## src/hdl/uart_config.svh

```systemverilog
// UART build constants
// Divisor width, frame data width and ticks per bit
`ifndef UART_CONFIG_SVH
`define UART_CONFIG_SVH

// Baud divisor width, tick period is divisor plus one clocks
`define UART_DIV_WIDTH 20

// Data bits per frame, sent LSB first
`define UART_DATA_WIDTH 8

// Baud ticks per serial bit
`define UART_OVERSAMPLE 4

`endif
```

## src/hdl/uart_pkg.sv

```systemverilog
// UART shared types
// FSM state encodings and the byte request and result structs
`include "uart_config.svh"

package uart_pkg;

	// Transmitter FSM, one state per frame section
	typedef enum logic [1:0] {
		tx_idle,
		tx_start,
		tx_data,
		tx_stop
	} tx_state_e;

	// Receiver FSM, start state covers the mid-bit check
	typedef enum logic [1:0] {
		rx_idle,
		rx_start,
		rx_data,
		rx_stop
	} rx_state_e;

	// Byte request, strobe high for one clock
	typedef struct packed {
		logic strobe;
		logic [`UART_DATA_WIDTH-1:0] data;
	} tx_req_t;

	// Received byte, valid is a one-clock strobe
	typedef struct packed {
		logic valid;
		logic frame_err;
		logic [`UART_DATA_WIDTH-1:0] data;
	} rx_byte_t;

endpackage

```

## src/hdl/uart_top.sv

```systemverilog
// UART subsystem top
// Shared baud tick feeding the transmitter and receiver, serial pins out
`include "uart_config.svh"

module uart_top (
	input logic iCLOCK,
	input logic inRESET,
	input logic [`UART_DIV_WIDTH-1:0] baud_div,
	input uart_pkg::tx_req_t tx_req,
	output logic busy,
	output logic txd,
	input logic rxd,
	output uart_pkg::rx_byte_t rx_out
);
	import uart_pkg::*;

	// One time base for both directions
	logic tick;

	uart_baud_tick u_baud_tick (
		.iCLOCK(iCLOCK),
		.inRESET(inRESET),
		.baud_div(baud_div),
		.tick(tick)
	);

	uart_transmitter u_transmitter (
		.iCLOCK(iCLOCK),
		.inRESET(inRESET),
		.tick(tick),
		.tx_req(tx_req),
		.busy(busy),
		.txd(txd)
	);

	// rxd is asynchronous, synchronized inside
	uart_receiver u_receiver (
		.iCLOCK(iCLOCK),
		.inRESET(inRESET),
		.tick(tick),
		.rxd(rxd),
		.rx_out(rx_out)
	);

endmodule

```

## src/hdl/uart_receiver.sv

```systemverilog
// UART byte receiver
// Synchronizes rxd, validates the start bit at mid-bit, samples data and stop
`include "uart_config.svh"

module uart_receiver (
	input logic iCLOCK,
	input logic inRESET,
	input logic tick,
	input logic rxd,
	output uart_pkg::rx_byte_t rx_out
);
	import uart_pkg::*;

	localparam int unsigned os_w = $clog2(`UART_OVERSAMPLE);
	localparam int unsigned idx_w = $clog2(`UART_DATA_WIDTH);
	localparam logic [os_w-1:0] os_last = os_w'(`UART_OVERSAMPLE - 1);
	localparam logic [os_w-1:0] os_mid = os_w'(`UART_OVERSAMPLE / 2 - 1);
	localparam logic [idx_w-1:0] idx_last = idx_w'(`UART_DATA_WIDTH - 1);

	rx_state_e state;
	logic rxd_meta;
	logic rxd_sync;
	logic [os_w-1:0] sub_cnt;
	logic [idx_w-1:0] bit_idx;
	logic [`UART_DATA_WIDTH-1:0] shift;
	logic [`UART_DATA_WIDTH-1:0] data_q;
	logic valid_q;
	logic err_q;
	logic bit_end;

	// Two-flop synchronizer, idle line is high
	always_ff @(posedge iCLOCK or negedge inRESET) begin
		if (!inRESET) begin
			rxd_meta <= 1'b1;
			rxd_sync <= 1'b1;
		end else begin
			rxd_meta <= rxd;
			rxd_sync <= rxd_meta;
		end
	end

	// Sample point, four ticks after the previous one
	assign bit_end = tick && (sub_cnt == os_last);

	// Frame FSM and result strobe
	always_ff @(posedge iCLOCK or negedge inRESET) begin
		if (!inRESET) begin
			state <= rx_idle;
			sub_cnt <= '0;
			bit_idx <= '0;
			valid_q <= 1'b0;
			err_q <= 1'b0;
		end else begin
			valid_q <= 1'b0;
			case (state)
				rx_idle: begin
					sub_cnt <= '0;
					bit_idx <= '0;
					// Low at a tick starts a frame candidate
					if (tick && !rxd_sync) begin
						state <= rx_start;
					end
				end
				rx_start: begin
					if (tick) begin
						if (sub_cnt == os_mid) begin
							sub_cnt <= '0;
							// High at mid-bit means a glitch
							state <= rxd_sync ? rx_idle : rx_data;
						end else begin
							sub_cnt <= sub_cnt + 1'b1;
						end
					end
				end
				rx_data: begin
					if (tick) begin
						sub_cnt <= bit_end ? '0 : sub_cnt + 1'b1;
					end
					if (bit_end) begin
						if (bit_idx == idx_last) begin
							state <= rx_stop;
						end else begin
							bit_idx <= bit_idx + 1'b1;
						end
					end
				end
				default: begin
					if (tick) begin
						sub_cnt <= bit_end ? '0 : sub_cnt + 1'b1;
					end
					// Stop sample, zero flags a framing error
					if (bit_end) begin
						valid_q <= 1'b1;
						err_q <= !rxd_sync;
						state <= rx_idle;
					end
				end
			endcase
		end
	end

	// Data path, LSB arrives first
	always_ff @(posedge iCLOCK) begin
		if (state == rx_data && bit_end) begin
			shift <= {rxd_sync, shift[`UART_DATA_WIDTH-1:1]};
		end
		if (state == rx_stop && bit_end) begin
			data_q <= shift;
		end
	end

	always_comb begin
		rx_out.valid = valid_q;
		rx_out.frame_err = err_q;
		rx_out.data = data_q;
	end

endmodule

```

## src/hdl/uart_transmitter.sv

```systemverilog
// UART byte transmitter
// Request latch plus start, data and stop serializer at four ticks per bit
`include "uart_config.svh"

module uart_transmitter (
	input logic iCLOCK,
	input logic inRESET,
	input logic tick,
	input uart_pkg::tx_req_t tx_req,
	output logic busy,
	output logic txd
);
	import uart_pkg::*;

	localparam int unsigned os_w = $clog2(`UART_OVERSAMPLE);
	localparam int unsigned idx_w = $clog2(`UART_DATA_WIDTH);
	localparam logic [os_w-1:0] os_last = os_w'(`UART_OVERSAMPLE - 1);
	localparam logic [idx_w-1:0] idx_last = idx_w'(`UART_DATA_WIDTH - 1);

	tx_state_e state;
	logic [os_w-1:0] sub_cnt;
	logic [idx_w-1:0] bit_idx;
	logic [`UART_DATA_WIDTH-1:0] shadow;
	logic accept;
	logic bit_end;

	// Strobes while busy are dropped
	assign accept = tx_req.strobe && !busy;

	// Last tick of the current bit
	assign bit_end = tick && (sub_cnt == os_last);

	// Byte held for the whole frame
	always_ff @(posedge iCLOCK) begin
		if (accept) begin
			shadow <= tx_req.data;
		end
	end

	// Busy from accept until the last stop tick
	always_ff @(posedge iCLOCK or negedge inRESET) begin
		if (!inRESET) begin
			busy <= 1'b0;
		end else if (accept) begin
			busy <= 1'b1;
		end else if (state == tx_stop && bit_end) begin
			busy <= 1'b0;
		end
	end

	// Frame sequencer
	always_ff @(posedge iCLOCK or negedge inRESET) begin
		if (!inRESET) begin
			state <= tx_idle;
			sub_cnt <= '0;
			bit_idx <= '0;
		end else if (state == tx_idle) begin
			sub_cnt <= '0;
			bit_idx <= '0;
			// Start bit begins on the first tick after the request
			if (busy && tick) begin
				state <= tx_start;
			end
		end else if (tick) begin
			sub_cnt <= bit_end ? '0 : sub_cnt + 1'b1;
			if (bit_end) begin
				case (state)
					tx_start: begin
						state <= tx_data;
					end
					tx_data: begin
						if (bit_idx == idx_last) begin
							state <= tx_stop;
						end else begin
							bit_idx <= bit_idx + 1'b1;
						end
					end
					default: begin
						// End of stop bit
						state <= tx_idle;
					end
				endcase
			end
		end
	end

	// Line level from state and bit index
	always_comb begin
		case (state)
			tx_start: txd = 1'b0;
			tx_data: txd = shadow[bit_idx];
			default: txd = 1'b1;
		endcase
	end

endmodule

```

## src/hdl/uart_baud_tick.sv

```systemverilog
// UART baud tick generator
// One-clock enable every baud_div plus one clocks, shared by TX and RX
`include "uart_config.svh"

module uart_baud_tick (
	input logic iCLOCK,
	input logic inRESET,
	input logic [`UART_DIV_WIDTH-1:0] baud_div,
	output logic tick
);
	import uart_pkg::*;

	logic [`UART_DIV_WIDTH-1:0] count;

	// Wrap at the divisor
	// >= so a lowered divisor does not run the counter to full scale
	always_ff @(posedge iCLOCK or negedge inRESET) begin
		if (!inRESET) begin
			count <= '0;
			tick <= 1'b0;
		end else if (count >= baud_div) begin
			count <= '0;
			tick <= 1'b1;
		end else begin
			count <= count + 1'b1;
			tick <= 1'b0;
		end
	end

endmodule

```

## config.mk

```make
export PLATFORM = sky130hd
export DESIGN_NAME = uart_top
export DESIGN_NICKNAME = d
export VERILOG_FILES = /design/src/hdl/uart_pkg.sv /design/src/hdl/uart_top.sv /design/src/hdl/uart_receiver.sv /design/src/hdl/uart_transmitter.sv /design/src/hdl/uart_baud_tick.sv
export VERILOG_INCLUDE_DIRS = /design/src /design/src/hdl
export SDC_FILE = /design/constraint.sdc
export NUM_CORES = 1
export LEC_CHECK = 0
export BUFFER_PORTS_ARGS = -buffer_cell sky130_fd_sc_hd__buf_2
export CORE_UTILIZATION = 62
export CTS_BUF_LIST = sky130_fd_sc_hd__clkbuf_16
export CTS_CLUSTER_DIAMETER = 150
export DETAILED_ROUTE_END_ITERATION = 6
export GPL_TIMING_DRIVEN = 0
export HOLD_SLACK_MARGIN = 0.05
export PLACE_DENSITY = 0.9
export REMOVE_ABC_BUFFERS = 1
export SETUP_SLACK_MARGIN = 0.3
export SLEW_MARGIN = 20
export SYNTH_ARGS = -nofsm -noshare
export SYNTH_HDL_FRONTEND = slang
export SYNTH_SLANG_ARGS = --single-unit
```

## constraint.sdc

```tcl
create_clock -name iCLOCK -period 5.35 [get_ports iCLOCK]
set_input_delay 1.07 -clock iCLOCK [delete_from_list [all_inputs] [get_ports iCLOCK]]
set_output_delay 1.07 -clock iCLOCK [all_outputs]
set_load 0.01 [all_outputs]
```

---- After elaboration in Yosys (flattened, before gate mapping) ----
Index checks and enable logic that the tools add are counted.
operators by class
  divide/modulo/power cells ............... 0
  reduce and logical (&&, ||, !) cells .... 26
  shift operators ......................... 0
  magnitude comparators ................... 2
  multiplexer cells ....................... 39
  bitwise operators ....................... 1
  $mul .................................... 0
  eq/ne operators ......................... 20
  $add $sub $neg .......................... 5
operators by type and width
  kind                                                         count
  2-to-1 mux 2 bit                                             19
  2-to-1 mux 3 bit                                             7
  adder 20 x 1 -> 20 bit (second input constant)               1
  greater-or-equal comparator 20 bit                           1
  2-to-1 mux 20 bit                                            1
  equality test 2 bit (second input constant)                  6
  nonzero test 2 bit                                           6
  inequality test 2 x 1 -> 1 bit (second input constant)       5
  logical AND 1 bit                                            8
  one-hot mux 2 bit (2 select lines)                           2
  AND reduction 4 bit                                          2
  adder 3 x 1 -> 3 bit (second input constant)                 2
  equality test 2 x 1 -> 1 bit (second input constant)         3
  equality test 3 bit (second input constant)                  2
  2-to-1 mux 1 bit                                             6
  inequality test 2 bit (second input constant)                3
  one-hot mux 2 bit (3 select lines)                           1
  one-hot mux 3 bit (2 select lines)                           1
  AND reduction 6 bit                                          1
  adder 2 x 1 -> 2 bit (second input constant)                 2
  zero test 2 bit                                              2
  less-than comparator 3 x 4 -> 1 bit (second input constant)  1
  AND reduction 2 bit                                          2
  binary-select mux 1 bit (select 3 bit)                       1
  other kinds (7)                                              8
storage, ports and cells
  flip-flop bits (word level) ............. 64
  word-level logic and storage cells ...... 109
  bits in latches ......................... 0
  memory bits (writable) .................. 0
  bits in read-only memories .............. 0
  input port bits ......................... 32
  memories kept ........................... 0

---- Longest topological paths before layout ----
  word-level depth ........................ 6
  mapped depth ............................ 8
  depth with buffers taken out ............ 7

---- Hierarchy ----
Synthesis repeated with hierarchy kept, for this count alone.
unflattened totals
  cells, all modules ...................... 293
  area, all modules ....................... 3347.0 sq um
modules (own cells, without submodules)
  module            cells an instance  sequential area each (sq um)  area an instance (sq um)  instances
  uart_baud_tick    163                525.5                         1475.2                    1
  uart_receiver     72                 758.2                         1079.8                    1
  uart_transmitter  58                 440.4                         792.0                     1

---- Least setup slack after synthesis ----
Ideal clock, no wire load.
  kind .................................... input to register
  from .................................... input port baud_div[19]
  to ...................................... register u_baud_tick.count[11]
  slack ................................... 2.728 ns
  cell stages on the path ................. 7
  arrival ................................. 2.503 ns
  required time ........................... 5.231 ns
  library setup time ...................... 0.119 ns
  cells stage by stage .................... inv_1 -> ha_1 -> nand4_1 -> or4_1 -> o221ai_2 -> buf_6 -> nor2_1
on the way
  cells in the longest elaborated chain, start to end .. 2
RTL lines
  element                             line                  text
  start, declared                     uart_top.sv:8         input logic [`UART_DIV_WIDTH-1:0] baud_div,
  greater-or-equal comparator 20 bit  uart_baud_tick.sv:21  end else if (count >= baud_div) begin
  2-to-1 mux 20 bit                   uart_baud_tick.sv:21
  end signal, assigned                uart_baud_tick.sv:25  count <= count + 1'b1;
  end, declared                       uart_baud_tick.sv:13  logic [`UART_DIV_WIDTH-1:0] count;
Every way passes these cells.
A chain may end at the register's enable or synchronous reset.

---- Final worst setup path ----
  from .................................... input port baud_div[19]
  to ...................................... register u_baud_tick.count[9]
The elaborated chain is that of the path after synthesis.

==> flow_results.xml <==
<?xml version="1.0" encoding="UTF-8"?>
<metrics>
  <group name="run_status">
    <metric name="outcome" unit="">finished, final reports clean</metric>
  </group>
  <group name="cts">
    <metric name="cts_resized" unit="">0</metric>
    <metric name="worstSkewPairLatency" unit="ps">320</metric>
    <metric name="cts_post_setup_buffers_inserted" unit="">0</metric>
    <metric name="clkSinkCount" unit="">64</metric>
    <metric name="numCtsBuffers" unit="">9</metric>
    <metric name="clk_transition_reported_paths" unit="ps">50</metric>
    <metric name="max-clock-path-buffers" unit="">2</metric>
    <metric name="cts-root-buf" unit="">clkbuf_16</metric>
    <metric name="cts_h_tree_depth" unit="">3</metric>
    <metric name="tritoncts" unit="">done</metric>
    <metric name="cts_hold_repair.buffers" unit="">0</metric>
  </group>
  <group name="placement">
    <metric name="gp_routability_congestion" unit="">0.841</metric>
    <metric name="placement.cell_area" unit="um^2">3490</metric>
    <metric name="post-dp-hpwl" unit="mm">3.86</metric>
    <metric name="portBuffers" unit="">43</metric>
  </group>
  <group name="sta">
    <metric name="period_minus_slack" unit="ps">2920</metric>
    <metric name="setup_viol" unit="">0</metric>
    <metric name="final_hold_viol_count" unit="">0</metric>
    <metric name="relSlewSlack" unit="%">38.0</metric>
    <metric name="worst_clock_skew" unit="ps">3.97</metric>
    <metric name="fmaxAchievable" unit="MHz">343</metric>
    <metric name="timing_max_transition_violations_final" unit="">0</metric>
    <metric name="grt_setup_unrepaired" unit="">false</metric>
    <metric name="fin_worst_hold_slack" unit="ps">365</metric>
    <metric name="setup_tns" unit="ps">0</metric>
    <metric name="final_cycle_utilization_of_the_critical_path" unit="%">54.5</metric>
    <metric name="worst_slew_pin_slew" unit="ps">930</metric>
  </group>
  <group name="worst_setup_path">
    <metric name="worst-endpoint-arrival" unit="ps">3080</metric>
    <metric name="crit_path_top_delay_cell" unit="">o221ai_2</metric>
    <metric name="critPathMaxStageDelay" unit="ps">730</metric>
    <metric name="timing.critical_path.buf_inv" unit="">2</metric>
    <metric name="setup_crit_end_kind" unit="">flip-flop</metric>
    <metric name="worstReg2RegStart" unit="">u_baud_tick.count[17]$_DFF_PN0_</metric>
    <metric name="worstPathRequired" unit="ps">5510</metric>
    <metric name="critPathLaunch" unit="">baud_div[19]</metric>
    <metric name="crit_path_max_fanout" unit="">21</metric>
    <metric name="crit_path_cell_trace" unit="">buf_2, inv_1, ha_1, nand4_1, or4_1, o221ai_2, nor2_1</metric>
    <metric name="critPathLaunchType" unit="">input pin</metric>
    <metric name="critical_path_class" unit="">in -&gt; reg</metric>
    <metric name="top_cell_family_by_delay_on_the_critical_path" unit="">simple AND/OR/NAND/NOR gates</metric>
  </group>
  <group name="synth">
    <metric name="ys_dominant_reg_cell" unit="">dfrtp_1</metric>
    <metric name="postSynthCellCount" unit="">294</metric>
    <metric name="synth-warning-count" unit="">0</metric>
    <metric name="async_reset_ff_share" unit="%">62.5</metric>
    <metric name="synth_seq_cells" unit="">64</metric>
    <metric name="yosysSeqAreaShare" unit="%">53.1</metric>
    <metric name="synthDistinctLibCells" unit="">36</metric>
    <metric name="netlist_area" unit="um^2">3250</metric>
    <metric name="synth_edf_count" unit="">24</metric>
    <metric name="syn_avg_cell_area" unit="um^2">11.0</metric>
  </group>
  <group name="detailed_routing">
    <metric name="vias_per_cell" unit="">5.56</metric>
    <metric name="route.final.wire_length" unit="mm">5.76</metric>
    <metric name="drtIter0Drc" unit="">101</metric>
    <metric name="antenna_violating_nets_post_route" unit="">0</metric>
    <metric name="detail_route.first_pass.iterations" unit="">4</metric>
    <metric name="drc_errors" unit="">0</metric>
    <metric name="route.detailed.wl_per_inst" unit="um">14.0</metric>
    <metric name="routed-via-count" unit="">2281</metric>
  </group>
  <group name="power_and_ir_drop">
    <metric name="power.density" unit="nW/um^2">338</metric>
    <metric name="leakagePower" unit="nW">1.81</metric>
    <metric name="pwr-share-seq" unit="%">42.7</metric>
    <metric name="vdd.ir_drop.worst" unit="uV">442</metric>
    <metric name="power_switching" unit="mW">0.273</metric>
    <metric name="combPwrFrac" unit="%">6.7</metric>
    <metric name="internal_power" unit="mW">1.02</metric>
    <metric name="swShare" unit="%">21.1</metric>
    <metric name="power.share.clock" unit="%">50.6</metric>
  </group>
  <group name="min_path">
    <metric name="hold_startpoint" unit="">u_receiver.rxd_meta$_DFF_PN1_</metric>
    <metric name="holdCritPathClass" unit="">reg -&gt; reg</metric>
  </group>
  <group name="grt">
    <metric name="largest_net_degree_at_the_start_of_global_routing" unit="">41</metric>
    <metric name="antenna_found_initial" unit="">0</metric>
    <metric name="grt_pass1_vias" unit="">2218</metric>
    <metric name="grt_use_met1" unit="%">29.9</metric>
    <metric name="global_route.peak_usage_layer" unit="">met2</metric>
    <metric name="gr-total-overflow" unit="">0</metric>
    <metric name="grt_util_met3" unit="%">5.96</metric>
    <metric name="grt_util_met2" unit="%">39.3</metric>
    <metric name="grt_first_pass_wirelength" unit="mm">9.72</metric>
    <metric name="groute.usage.overall" unit="%">24.0</metric>
  </group>
  <group name="final_layout">
    <metric name="flow.area_growth_from_synthesis" unit="%">17.7</metric>
    <metric name="final_area" unit="um^2">3820</metric>
    <metric name="final_net_count" unit="">404</metric>
    <metric name="multi_input_gate_area" unit="um^2">1350</metric>
    <metric name="proportion_of_layout_cells_with_a_drive_suffix_above_1" unit="%">18.7</metric>
    <metric name="antenna_diode_instance_count" unit="">0</metric>
    <metric name="finish.utilization" unit="%">78.4</metric>
    <metric name="layout.area.seq" unit="um^2">1720</metric>
    <metric name="final.fill_count" unit="">290</metric>
  </group>
  <group name="die">
    <metric name="die_area" unit="um^2">5530</metric>
    <metric name="io_pins" unit="">44</metric>
    <metric name="die-height" unit="um">74.4</metric>
    <metric name="die-width" unit="um">74.4</metric>
    <metric name="placeableCoreArea" unit="um^2">4880</metric>
    <metric name="rows" unit="">25</metric>
    <metric name="start_util" unit="%">66.6</metric>
  </group>
  <group name="job">
    <metric name="cap_viol_max_count" unit="">0</metric>
  </group>
</metrics>
[power groups by stage]
stage	Sequential, mW	Combinational (mW)	Clock [mW]
after global routing	0.554	0.103	0.680
final	0.551	0.0867	0.654
after detailed placement	0.559	0.0868	0
after floorplan	0.554	0.0551	0
after CTS	0.550	0.0887	0.660
after global placement	0.557	0.0811	0
[cell families after synthesis]
| logic type | Yosys count | synth area share, % |
|---|---|---|
| AOI/OAI and AO/OA | 37 | 6.86 |
| xor gates and xnor gates | 19 | 5.12 |
| adders and majority gates | 34 | 13.1 |
| buffers and inverters | 41 | 5.43 |
| DFF | 64 | 53.1 |
| muxes | 9 | 3.58 |
| and+or+nand+nor | 90 | 12.8 |
[final cells by class]
type	instances	area share, %
Inverter	31	3.04
Clock buffer	9	5.89
Multi-Input combinational cell	189	35.2
Sequential cell	64	45.1
Tap cell	67	2.19
Timing Repair Buffer	43	5.63
Clock inverter	7	2.91
[worst register-to-register path, cell delays in order, from the launching register on]
cell and delay [ps]:
dfrtp_1 420, ha_1 320, nand4_1 160, or4_1 570
o221ai_2 730, nor2_1 140
[cells in the mapped netlist, types with 3 or more instances]
cell / count / area share [%]
dfrtp_1: 38 / 29
ha_1: 34 / 13
nor2_1: 34 / 3.9
inv_1: 31 / 3.6
edfxtp_1: 24 / 22
nand2_1: 21 / 2.4
a21oi_1: 14 / 2.2
xor2_1: 14 / 3.8
nand3_1: 12 / 1.8
o21ai_0: 12 / 1.8
nand4_1: 8 / 1.5
clkbuf_1: 6 / 0.69
mux2i_1: 6 / 1.8
xnor2_1: 5 / 1.3
nor3_1: 3 / 0.46
[placed cells by master (no fill, tap or decap), types with 2 or more instances in the layout]
| cell | count |
|---|---|
| a211oi_1 | 2 |
| a21oi_1 | 14 |
| a22o_1 | 2 |
| and3_1 | 2 |
| and4_1 | 2 |
| buf_2 | 43 |
| bufinv_16 | 3 |
| clkbuf_16 | 9 |
| clkinv_2 | 2 |
| dfrtp_1 | 38 |
| dfstp_2 | 2 |
| edfxtp_1 | 24 |
| ha_1 | 34 |
| inv_1 | 32 |
| mux2i_1 | 6 |
| mux4_2 | 2 |
| nand2_1 | 21 |
| nand3_1 | 12 |
| nand4_1 | 8 |
| nor2_1 | 34 |
| nor2b_1 | 2 |
| nor3_1 | 3 |
| nor4_1 | 2 |
| o21ai_0 | 12 |
| o31ai_1 | 2 |
| xnor2_1 | 5 |
| xor2_1 | 14 |
[sequential cells by signal, indices dropped and copies added (netlist names), 2 cells and up]
register               count
u_baud_tick.count         20
u_receiver.bit_idx         3
u_receiver.data_q          8
u_receiver.shift           8
u_receiver.state           2
u_receiver.sub_cnt         2
u_transmitter.bit_idx      3
u_transmitter.shadow       8
u_transmitter.state        2
u_transmitter.sub_cnt      2
[layer usage]
layer	vias to the layer above	part of all wire, %
met3	17	4.2
li1	1107	-
met2	61	50
met1	1096	43
met5	-	0
met4	0	2.4
[per-stage QoR]
step	setup slack (ps)	cells	total power [mW]
after floorplan	2500	284	0.609
after global placement	2150	394	0.639
after detailed placement	2080	394	0.646
after CTS	2430	410	1.30
after global routing	2280	410	1.34
final	2430	410	1.29
[path summary, 6_finish.rpt]
kind	endpoint	slack [ps]	cells after the start
min in group asynchronous	u_baud_tick.count[5]$_DFF_PN0_	860	1
hold / removal	u_receiver.rxd_sync$_DFF_PN1_	360	0
setup / recovery	u_baud_tick.count[9]$_DFF_PN0_	2430	7
setup reg to reg	u_baud_tick.count[9]$_DFF_PN0_	2850	5
max in group asynchronous	u_baud_tick.count[10]$_DFF_PN0_	3950	1
hold reg to reg	u_receiver.rxd_sync$_DFF_PN1_	360	0
Power figures use the tool's default switching activity.
